$ cat config.mk
export PLATFORM = sky130hd
export DESIGN_NAME = ccx_arbc
export DESIGN_NICKNAME = d
export VERILOG_FILES = /design/src/hdl/ccx_arb_pkg.sv /design/src/hdl/ccx_dp_pkg.sv /design/src/hdl/ccx_arb_pick.sv /design/src/hdl/ccx_arb_prio.sv /design/src/hdl/ccx_arb_qtrack.sv /design/src/hdl/ccx_arbc.sv
export VERILOG_INCLUDE_DIRS = /design/src /design/src/hdl
export SDC_FILE = /design/constraint.sdc
export NUM_CORES = 1
export LEC_CHECK = 0
export ABC_AREA = 1
export BUFFER_PORTS_ARGS = -buffer_cell sky130_fd_sc_hd__buf_2
export CAP_MARGIN = 20
export CORE_MARGIN = 4
export CORE_UTILIZATION = 30
export DETAILED_ROUTE_END_ITERATION = 12
export RECOVER_POWER = 25
export SYNTH_ARGS = -nofsm -noshare
export SYNTH_HDL_FRONTEND = slang
export SYNTH_HIERARCHICAL = 1
export SYNTH_SLANG_ARGS = --single-unit
$ cat constraint.sdc
create_clock -name rclk -period 3.16 [get_ports rclk]
set_input_delay 0.632 -clock rclk [delete_from_list [all_inputs] [get_ports rclk]]
set_output_delay 0.632 -clock rclk [all_outputs]
set_load 0.01 [all_outputs]
$ cat src/hdl/ccx_consts.svh
`ifndef CCX_CONSTS_SVH
`define CCX_CONSTS_SVH

//////////////////////////////
// Arbiter sizing
//////////////////////////////

// Sources feeding one destination
`define CCX_NUM_SRC 6

// Entries per source request queue
// Head and tail pointers are one bit, so keep this at 2
`define CCX_Q_DEPTH 2

// Slot indices inside a source queue
`define CCX_SLOT0 1'b0
`define CCX_SLOT1 1'b1

`endif

$ cat src/hdl/ccx_arb_pkg.sv
`include "ccx_consts.svh"

package ccx_arb_pkg;

   //////////////////////////////
   // Request side
   //////////////////////////////

   // One cycle of source strobes
   typedef struct packed {
      logic [`CCX_NUM_SRC-1:0] req;        // Packet strobe per source
      logic [`CCX_NUM_SRC-1:0] atom;       // Packet is first of atomic pair
   } src_req_t;

   // Pick FSM
   typedef enum logic {
      LOCK_IDLE = 1'b0,                    // Free round robin
      LOCK_ATOM = 1'b1                     // Second half of pair owed
   } lock_state_e;

   // Queue status seen by the picker
   typedef struct packed {
      logic [`CCX_NUM_SRC-1:0] nonempty;   // At least one valid slot
      logic [`CCX_NUM_SRC-1:0] head;       // Slot at the head
      logic [`CCX_NUM_SRC-1:0] head_atom;  // Head entry marked atomic
   } occ_t;

endpackage

$ cat src/hdl/ccx_dp_pkg.sv
`include "ccx_consts.svh"

package ccx_dp_pkg;

   //////////////////////////////
   // Datapath and destination
   //////////////////////////////

   // Controls to the payload queues and output mux, one bit per source
   typedef struct packed {
      logic [`CCX_NUM_SRC-1:0] grant_a;    // Granted source, one hot
      logic [`CCX_NUM_SRC-1:0] qsel1_a;    // Read slot 1, with grant
      logic [`CCX_NUM_SRC-1:0] wr0_a;      // Load slot 0
      logic [`CCX_NUM_SRC-1:0] wr1_a;      // Load slot 1
   } dp_ctl_t;

   // Status to the destination, x stage
   typedef struct packed {
      logic data_rdy_x;                    // Packet on the bus
      logic atom_x;                        // Packet opens an atomic pair
   } dest_stat_t;

endpackage
$ cat src/hdl/ccx_arb_pick.sv
`timescale 1ns/1ns
`include "ccx_consts.svh"

// Grant select, atomic lock FSM and destination status
module ccx_arb_pick (
   input  logic                    rclk,
   input  logic                    rst_n,
   input  ccx_arb_pkg::occ_t       occ,        // Queue status
   input  logic [`CCX_NUM_SRC-1:0] mask,       // At or above pointer
   input  logic                    stall,      // Destination back-pressure
   output logic [`CCX_NUM_SRC-1:0] grant,      // a stage, one hot
   output logic                    lock_hold,  // Lock taken this cycle
   output ccx_dp_pkg::dest_stat_t  dest        // x stage
);

   ccx_arb_pkg::lock_state_e state_q;
   ccx_arb_pkg::lock_state_e state_nxt;
   logic [`CCX_NUM_SRC-1:0]  lock_src_q;       // Source owing second half
   logic [`CCX_NUM_SRC-1:0]  hi_req;
   logic [`CCX_NUM_SRC-1:0]  cand;
   logic [`CCX_NUM_SRC-1:0]  rr_pick;

   //////////////////////////////
   // Two-level priority find
   //////////////////////////////

   assign hi_req  = occ.nonempty & mask;
   assign cand    = (|hi_req) ? hi_req : occ.nonempty;   // Wrap if none above
   assign rr_pick = cand & (~cand + 1'b1);               // Lowest set bit

   //////////////////////////////
   // Lock FSM
   //////////////////////////////

   always_comb begin
      grant     = '0;
      state_nxt = state_q;
      case (state_q)
         ccx_arb_pkg::LOCK_IDLE: begin
            if (!stall) begin
               grant = rr_pick;
               if (|(rr_pick & occ.head_atom)) begin
                  state_nxt = ccx_arb_pkg::LOCK_ATOM;    // Partner next
               end
            end
         end
         ccx_arb_pkg::LOCK_ATOM: begin
            // Only the locked source, and only once its partner is queued
            if (!stall) begin
               grant = lock_src_q & occ.nonempty;
               if (|grant) begin
                  state_nxt = ccx_arb_pkg::LOCK_IDLE;
               end
            end
         end
         default: state_nxt = ccx_arb_pkg::LOCK_IDLE;
      endcase
   end

   // Freeze pointer on first half only
   assign lock_hold = (state_q == ccx_arb_pkg::LOCK_IDLE) &&
                      (state_nxt == ccx_arb_pkg::LOCK_ATOM);

   always_ff @(posedge rclk) begin
      if (!rst_n) begin
         state_q    <= ccx_arb_pkg::LOCK_IDLE;
         lock_src_q <= '0;
      end else begin
         state_q <= state_nxt;
         if (lock_hold) begin
            lock_src_q <= grant;                         // Remember owner
         end
      end
   end

   //////////////////////////////
   // Destination status, x stage
   //////////////////////////////

   always_ff @(posedge rclk) begin
      if (!rst_n) begin
         dest <= '0;
      end else begin
         dest.data_rdy_x <= |grant;
         dest.atom_x     <= |(grant & occ.head_atom);    // Granted head atomic
      end
   end

endmodule

$ cat src/hdl/ccx_arb_prio.sv
`timescale 1ns/1ns
`include "ccx_consts.svh"

// Rotating priority pointer
module ccx_arb_prio (
   input  logic                    rclk,
   input  logic                    rst_n,
   input  logic [`CCX_NUM_SRC-1:0] grant,      // One-hot winner
   input  logic                    lock_hold,  // First half of atomic pair
   output logic [`CCX_NUM_SRC-1:0] mask        // Sources at or above pointer
);

   localparam int PW = $clog2(`CCX_NUM_SRC);

   logic [PW-1:0] ptr_q;                       // Highest priority source
   logic [PW-1:0] win_idx;                     // Encoded winner
   logic [PW-1:0] ptr_nxt;

   //////////////////////////////
   // Pointer update
   //////////////////////////////

   // One-hot to index
   always_comb begin
      win_idx = '0;
      for (int i = 0; i < `CCX_NUM_SRC; i++) begin
         if (grant[i]) begin
            win_idx = PW'(i);
         end
      end
   end

   // Winner plus one, wrap at source count
   assign ptr_nxt = (win_idx == PW'(`CCX_NUM_SRC - 1)) ? '0 : win_idx + 1'b1;

   always_ff @(posedge rclk) begin
      if (!rst_n) begin
         ptr_q <= '0;
      end else if (|grant && !lock_hold) begin
         ptr_q <= ptr_nxt;                     // Held across atomic pair
      end
   end

   //////////////////////////////
   // Round-robin mask
   //////////////////////////////

   always_comb begin
      for (int i = 0; i < `CCX_NUM_SRC; i++) begin
         mask[i] = (PW'(i) >= ptr_q);
      end
   end

endmodule

$ cat src/hdl/ccx_arb_qtrack.sv
`timescale 1ns/1ns
`include "ccx_consts.svh"

// Per-source two-entry queue bookkeeping
// Payload lives in the datapath; only valid/atomic/pointers kept here
module ccx_arb_qtrack (
   input  logic                    rclk,
   input  logic                    rst_n,
   input  ccx_arb_pkg::src_req_t   req,       // Strobes from sources
   input  logic [`CCX_NUM_SRC-1:0] grant,     // Pops, from picker
   output ccx_arb_pkg::occ_t       occ,       // Status to picker
   output ccx_dp_pkg::dp_ctl_t     slot_ctl   // Slot controls to datapath
);

   //////////////////////////////
   // Queue state
   //////////////////////////////

   logic [`CCX_NUM_SRC-1:0][`CCX_Q_DEPTH-1:0] vld_q;   // Slot holds a packet
   logic [`CCX_NUM_SRC-1:0][`CCX_Q_DEPTH-1:0] atm_q;   // Slot packet atomic
   logic [`CCX_NUM_SRC-1:0]                   head_q;  // Oldest slot
   logic [`CCX_NUM_SRC-1:0]                   tail_q;  // Next slot to load
   logic [`CCX_NUM_SRC-1:0]                   wr0;
   logic [`CCX_NUM_SRC-1:0]                   wr1;
   logic [`CCX_NUM_SRC-1:0]                   pop;

   // Write steers by tail
   assign wr0 = req.req & ~tail_q;
   assign wr1 = req.req & tail_q;
   assign pop = grant;                             // Grant always takes head

   // Control bits
   always_ff @(posedge rclk) begin
      if (!rst_n) begin
         vld_q  <= '0;
         head_q <= '0;
         tail_q <= '0;
      end else begin
         for (int i = 0; i < `CCX_NUM_SRC; i++) begin
            // Pop first so a same-cycle load into that slot wins
            if (pop[i]) begin
               vld_q[i][head_q[i]] <= 1'b0;
               head_q[i]           <= ~head_q[i];
            end
            if (wr0[i]) begin
               vld_q[i][`CCX_SLOT0] <= 1'b1;
            end
            if (wr1[i]) begin
               vld_q[i][`CCX_SLOT1] <= 1'b1;
            end
            if (req.req[i]) begin
               tail_q[i] <= ~tail_q[i];           // Toggle on every load
            end
         end
      end
   end

   // Atomic flag rides with the slot
   always_ff @(posedge rclk) begin
      for (int i = 0; i < `CCX_NUM_SRC; i++) begin
         if (wr0[i]) begin
            atm_q[i][`CCX_SLOT0] <= req.atom[i];
         end
         if (wr1[i]) begin
            atm_q[i][`CCX_SLOT1] <= req.atom[i];
         end
      end
   end

   //////////////////////////////
   // Status out
   //////////////////////////////

   always_comb begin
      for (int i = 0; i < `CCX_NUM_SRC; i++) begin
         occ.nonempty[i]  = |vld_q[i];
         occ.head[i]      = head_q[i];
         // Only meaningful when head slot is valid
         occ.head_atom[i] = vld_q[i][head_q[i]] & atm_q[i][head_q[i]];
      end
   end

   // Datapath slot controls
   assign slot_ctl.grant_a = pop;                  // Queues popped this cycle
   assign slot_ctl.qsel1_a = grant & head_q;       // Read head slot of winner
   assign slot_ctl.wr0_a   = wr0;
   assign slot_ctl.wr1_a   = wr1;

endmodule

$ cat src/hdl/ccx_arbc.sv
`timescale 1ns/1ns
`include "ccx_consts.svh"

// Crossbar arbiter for one destination
module ccx_arbc (
   input  logic                   rclk,
   input  logic                   rst_n,
   input  ccx_arb_pkg::src_req_t  req,      // Source strobes
   input  logic                   stall,    // Destination full
   output ccx_dp_pkg::dp_ctl_t    dp_ctl,   // a stage datapath controls
   output ccx_dp_pkg::dest_stat_t dest      // x stage status
);

   ccx_arb_pkg::occ_t       occ;
   ccx_dp_pkg::dp_ctl_t     slot_ctl;
   logic [`CCX_NUM_SRC-1:0] mask;
   logic [`CCX_NUM_SRC-1:0] grant;
   logic                    lock_hold;

   ccx_arb_qtrack u_qtrack (
      .rclk      (rclk),
      .rst_n     (rst_n),
      .req       (req),
      .grant     (grant),
      .occ       (occ),
      .slot_ctl  (slot_ctl)
   );

   ccx_arb_prio u_prio (
      .rclk      (rclk),
      .rst_n     (rst_n),
      .grant     (grant),
      .lock_hold (lock_hold),
      .mask      (mask)
   );

   ccx_arb_pick u_pick (
      .rclk      (rclk),
      .rst_n     (rst_n),
      .occ       (occ),
      .mask      (mask),
      .stall     (stall),
      .grant     (grant),
      .lock_hold (lock_hold),
      .dest      (dest)
   );

   // Grant from picker, slot fields from tracker
   assign dp_ctl.grant_a = grant;
   assign dp_ctl.qsel1_a = slot_ctl.qsel1_a;
   assign dp_ctl.wr0_a   = slot_ctl.wr0_a;
   assign dp_ctl.wr1_a   = slot_ctl.wr1_a;

endmodule

==> results of run 1 <==
## through the flow
stage          area [um2]  hold WS, ns
6_report             2960        0.482
4_1_cts              2950        0.483
2_1_floorplan        2480        0.448
5_1_grt              2960        0.496
3_5_place_dp         2820        0.471
3_3_place_gp         2820        0.464
## placed cells by master, fill, tap and decap left out
master	count
a21boi_1	1
a21oi_1	14
a21oi_2	10
and2_1	1
buf_2	33
buf_4	7
bufinv_16	2
clkbuf_1	7
clkbuf_8	5
dfxtp_1	36
edfxtp_1	12
inv_1	58
inv_2	4
nand2_1	102
nand2_2	13
nand2_4	1
nand3_1	24
nand3_2	2
nand3b_1	1
nand4_1	4
nor2_1	31
nor2_2	9
nor2_4	2
nor3_1	9
o21ai_0	8
o21ai_1	1
or2_2	5
or2_4	1
## worst paths after layout
check                                                      from                               to
worst max-delay path             u_qtrack/vld_q[3]$_SDFFE_PN0P_                       dp_ctl[21]
worst max register to register   u_qtrack/vld_q[3]$_SDFFE_PN0P_     u_prio/ptr_q[1]$_SDFFE_PN0P_
worst min register to register  u_qtrack/vld_q[10]$_SDFFE_PN0P_  u_qtrack/vld_q[10]$_SDFFE_PN0P_
worst min-delay path            u_qtrack/vld_q[10]$_SDFFE_PN0P_  u_qtrack/vld_q[10]$_SDFFE_PN0P_
## flip-flops by register name, summed over array words and instances, names as in the netlist
name	flops
u_pick/dest	2
u_pick/lock_src_q	6
u_pick/state_q	1
u_prio/ptr_q	3
u_qtrack/atm_q	12
u_qtrack/head_q	6
u_qtrack/tail_q	6
u_qtrack/vld_q	12
## per-layer routing
metal | wire, um | part of all wire (%) | up-vias
li1 | - | - | 1191
met1 | 2880 | 50 | 1002
met2 | 2620 | 45 | 40
met3 | 204 | 3.5 | 6
met4 | 87 | 1.5 | 0
met5 | 0 | 0 | -
## power groups by stage
stage / sequential (mW) / combinational (mW) / clock [mW]
after floorplan: 0.756 / 0.436 / 0
after CTS: 0.754 / 0.591 / 0.533
after global routing: 0.766 / 0.677 / 0.567
final: 0.753 / 0.598 / 0.519
after global placement: 0.766 / 0.580 / 0
after detailed placement: 0.768 / 0.587 / 0
## tightest hold or removal path: stages, from the launching register on
cell	delay, ns
dfxtp_1	0.33
nand2_1	0.07
a21oi_1	0.05
## repair_timing
action	4_1_cts	5_1_grt
gates resized for setup	0	4
buffers inserted	0	1
setup endpoints to repair	0	1
## layout make-up
class / count / area [um2]
Timing Repair Buffer: 47 / 244
Tap cell: 102 / 128
Clock buffer: 5 / 68.8
Fill cell: 840 / 4930
Clock inverter: 2 / 60.1
Inverter: 62 / 233
Multi-Input combinational cell: 239 / 1140
Sequential cell: 48 / 1080
==> flow_metrics.env, run 1 <==
export IMPL_start_kind="register"
export IMPL_worst_slew_pin_slew_ns=0.455
export IMPL_crit_family="simple AND/OR/NAND/NOR gates"
export IMPL_htreeDepth=2
export IMPL_avgViaCountPerCell=4.43
export IMPL_status="complete, no violations"
export IMPL_hold_path_class="reg -> reg"
export IMPL_grt_max_degree=20
export IMPL_antenna_found_initial=0
export IMPL_pwr_share_seq_pct=40.3
export IMPL_pwr_share_comb_pct=32.0
export IMPL_initial_core_util_pct=31.5
export IMPL_r2r_setup_slack_ns=0.69
export IMPL_grt_util_met2_pct=19.5
export IMPL_crit_slowest_cell="or2_2"
export IMPL_pwr_share_clk_pct=27.7
export IMPL_cp_end_kind="primary output"
export IMPL_rsz0062_at_grt="no"
export IMPL_syn_inst=353
export IMPL_cp_slowest_stage_delay_ns=0.35
export IMPL_row_count=32
export IMPL_die_area_um2=9790
export IMPL_cp_depth=10
export IMPL_cts_tree="built"
export IMPL_crit_arrival_ns=2.32
export IMPL_firstDrtPassIters=4
export IMPL_gr_usage_all_layers_pct=12.1
export IMPL_areaGrowthSynthToFinish_pct=19.2
export IMPL_min_period_ns=2.95
export IMPL_place_gp_congestion=0.913
export IMPL_drtIter0Drc=134
export IMPL_total_power_mw=1.87
export IMPL_layoutNonFillerInstCount=505
export IMPL_max_vdd_ir_drop_uv=309
export IMPL_ant_nets=0
export IMPL_relSlewSlack_pct=69.7
export IMPL_cts_max_path_buffers=2
export IMPL_power_switching_mw=0.639
export IMPL_avgSynthCellArea_um2=7.03
export IMPL_avgRoutedWirePerCell_um=11.5
export IMPL_required_ns=2.53
export IMPL_finalSetupViolations=0
export IMPL_grt_pass1_wl_um=9840
export IMPL_synth_nets=368
export IMPL_worstPathCellList="or2_2, nand2_2, nand2_2, nor2_4, nand3_1, nand2_1, nand3_2, a21boi_1, buf_4, buf_2"
export IMPL_path_common_cell="nand2_2"
export IMPL_hold_viol=0
export IMPL_io_buffers=40
export IMPL_die_height_um=99.0
export IMPL_layout_setup_ws_ns=0.207
export IMPL_dpl_hpwl_um=4470
export IMPL_drc=0
export IMPL_io_pins=41
export IMPL_hold_depth=2
export IMPL_utilization_pct=37.5
export IMPL_grt_pass1_vias=2187
export IMPL_dieWidth_um=99.0
export IMPL_grt_util_met1_pct=16.0
export IMPL_coreArea_um2=7890
export IMPL_place_ws_ns=0.461
export IMPL_swShare_pct=34.2
export IMPL_vias=2239
export IMPL_min_period_over_period_pct=93.4
export IMPL_cts_hold_buf=0
export IMPL_synth_warnings=6
export IMPL_power_leakage_nw=1.55
export IMPL_clkLatencyLatePin_ns=0.30
export IMPL_critical_path_class="reg -> out"
export IMPL_path_buf_inv=2
export IMPL_fin_nets=418
export IMPL_drive_gt1_share_pct=23.3
export IMPL_numClockSinks=48
export IMPL_cellPowerDensity_nw_per_um2=632
export IMPL_clk_pin_slew_ns=0.09
export IMPL_antenna_cells=0
export IMPL_top_usage_layer="met2"
export IMPL_ff2ff_path_depth=18
export IMPL_finClkSkew_ns=0.00473
export IMPL_max_cap_violations=0
export IMPL_p_int_mw=1.23
export IMPL_synth_area_um2=2480
export IMPL_gr_usage_met3_pct=2.55
export IMPL_cts_made_buffers=5
export IMPL_gr_total_overflow=0
export IMPL_slew_violations=0
export IMPL_crit_fanout=6
export IMPL_finalWirelength_um=5790
export IMPL_tns_ns=0
export IMPL_dp_cells=497
export IMPL_fmax_mhz=339
export IMPL_root_buffer="clkbuf_8"
(Power assumes the default switching activity.)
==> run 2: changes to the inputs <==
Settings changed: RECOVER_POWER 25 to not set.
==> run 2 against run 1 <==
Effect of this change:
- sequential power about the same
- hold slack got worse by 0.0030 ns
- sequential share of layout area decreased by 0.11 points
- first-iteration DRC count decreased by 3.0%
- maximum frequency about the same
- global-route usage unchanged
- critical path depth unchanged
- die area unchanged
- combinational power about the same
- final cell count unchanged
- largest power group unchanged
- sequential cell count unchanged
==> flow_metrics.env, run 2 (synthesis results as in run 1) <==
export IMPL_die_height_um=99.0
export IMPL_hold_depth=2
export IMPL_power_leakage_nw=1.57
export IMPL_min_period_ns=2.95
export IMPL_path_buf_inv=2
export IMPL_worstPathCellList="or2_2, nand2_2, nand2_2, nor2_4, nand3_1, nand2_1, nand3_2, a21boi_1, buf_4, buf_2"
export IMPL_startpoint="u_qtrack/vld_q[3]$_SDFFE_PN0P_"
export IMPL_regArea_um2=1080
export IMPL_cts_max_path_buffers=2
export IMPL_status="complete, no violations"
export IMPL_finalWirelength_um=5760
export IMPL_row_count=32
export IMPL_areaGrowthSynthToFinish_pct=19.6
export IMPL_dpl_hpwl_um=4470
export IMPL_vias=2233
export IMPL_crit_fanout=6
export IMPL_max_vdd_ir_drop_uv=311
export IMPL_grt_pass1_vias=2187
export IMPL_final_common_cell="nand2_1"
export IMPL_worst_slew_pin_slew_ns=0.454
export IMPL_gr_total_overflow=0
export IMPL_rsz0062_at_grt="no"
export IMPL_drive_gt1_share_pct=25.1
export IMPL_slew_violations=0
export IMPL_r2r_start="u_qtrack/vld_q[3]$_SDFFE_PN0P_"
export IMPL_clkLatencyLatePin_ns=0.30
export IMPL_finalSetupViolations=0
export IMPL_fmax_mhz=339
export IMPL_crit_slowest_cell="or2_2"
export IMPL_cp_depth=10
export IMPL_io_pins=41
export IMPL_path_common_cell="nand2_2"
export IMPL_place_ws_ns=0.461
export IMPL_antenna_cells=0
export IMPL_cts_made_buffers=5
export IMPL_drc=0
export IMPL_coreArea_um2=7890
export IMPL_avgViaCountPerCell=4.42
export IMPL_finClkSkew_ns=0.00431
export IMPL_grt_max_degree=20
export IMPL_cp_slowest_stage_delay_ns=0.35
export IMPL_hold_path_class="reg -> reg"
export IMPL_stdcell_area_um2=2970
export IMPL_clk_pin_slew_ns=0.09
export IMPL_min_period_over_period_pct=93.4
export IMPL_drtIter0Drc=130
export IMPL_crit_family="simple AND/OR/NAND/NOR gates"
export IMPL_numClockSinks=48
export IMPL_min_from="u_qtrack/vld_q[10]$_SDFFE_PN0P_"
export IMPL_multi_input_area_um2=1140
export IMPL_utilization_pct=37.6
export IMPL_final_cell_mix="nand2_1 (102), inv_1 (58), buf_2 (40)"
export IMPL_tns_ns=0
export IMPL_cts_tree="built"
export IMPL_cp_end_kind="primary output"
export IMPL_grt_pass1_wl_um=9840
export IMPL_ff2ff_path_depth=18
export IMPL_initial_core_util_pct=31.5
export IMPL_biggestRegsByFlops="u_qtrack/atm_q (12), u_qtrack/vld_q (12)"
export IMPL_fin_nets=418
export IMPL_fill_cells=843
export IMPL_start_kind="register"
export IMPL_antenna_found_initial=0
export IMPL_firstDrtPassIters=4
export IMPL_io_buffers=40
export IMPL_layout_setup_ws_ns=0.208
export IMPL_critical_path_class="reg -> out"
export IMPL_cellPowerDensity_nw_per_um2=630
export IMPL_crit_arrival_ns=2.32
export IMPL_root_buffer="clkbuf_8"
export IMPL_gr_usage_all_layers_pct=12.1
export IMPL_max_cap_violations=0
export IMPL_die_area_um2=9790
export IMPL_avgRoutedWirePerCell_um=11.4
export IMPL_place_area_um2=2820
export IMPL_ant_nets=0
export IMPL_required_ns=2.53
export IMPL_dieWidth_um=99.0
export IMPL_hold_viol=0
export IMPL_place_gp_congestion=0.913
export IMPL_htreeDepth=2
export IMPL_relSlewSlack_pct=69.7
[run 2: changes by cell type in the layout (fill, tap and decap cells not counted), sizes merged]
cell / delta
buf: +7
clkbuf: -7
[run 2: cell type report]
type / instances / area share [%]
timing repair buffer: 47 / 8.52
tap: 102 / 4.30
clock inverter: 2 / 2.02
clock buffer: 5 / 2.32
multi-input combinational: 239 / 38.6
inverter: 62 / 7.84
sequential: 48 / 36.4
[run 2: worst register-to-register path, cell delays in order, from the launching register on]
cell and delay, ns:
dfxtp_1 0.33, or2_2 0.35, nand2_2 0.10, nand2_2 0.06, nor2_4 0.19, nand3_1 0.13, nand2_2 0.13, nor2_1 0.07
nand3_2 0.06, nor2_1 0.04, nor2_1 0.10, nand2_1 0.07, nand2_2 0.27, inv_1 0.10, inv_2 0.09, nand4_1 0.09
inv_1 0.06, nand2_1 0.05, a21oi_1 0.12
[run 2: report_power, final]
part / switching [mW] / leakage, nW / internal (mW)
clock: 0.205 / 0.0642 / 0.312
combinational: 0.380 / 1.09 / 0.219
sequential: 0.0513 / 0.409 / 0.702
[run 2: path summary, 6_finish.rpt]
check	slack, ns	endpoint
min	0.48	u_qtrack/vld_q[10]$_SDFFE_PN0P_
max reg2reg	0.69	u_prio/ptr_q[1]$_SDFFE_PN0P_
min reg2reg	0.48	u_qtrack/vld_q[10]$_SDFFE_PN0P_
max	0.21	dp_ctl[21]
[run 2: timing repair]
action	4_1_cts	5_1_grt
setup endpoints to repair	0	1
resized for setup	0	4
buffers inserted	0	1
hold buffers	0	0
[run 2: per-stage QoR]
stage	cells	hold slack [ns]	total power [mW]
floorplan	353	0.448	1.19
finish	505	0.479	1.87
CTS	504	0.483	1.88
global placement	497	0.464	1.35
global route	505	0.496	2.01
detailed placement	497	0.471	1.35
[run 2: layer usage]
metal,GRT usage (%),routed length (um)
met5,0,0
met2,19.5,2600
met1,16.0,2780
met3,2.55,283
met4,4.41,102
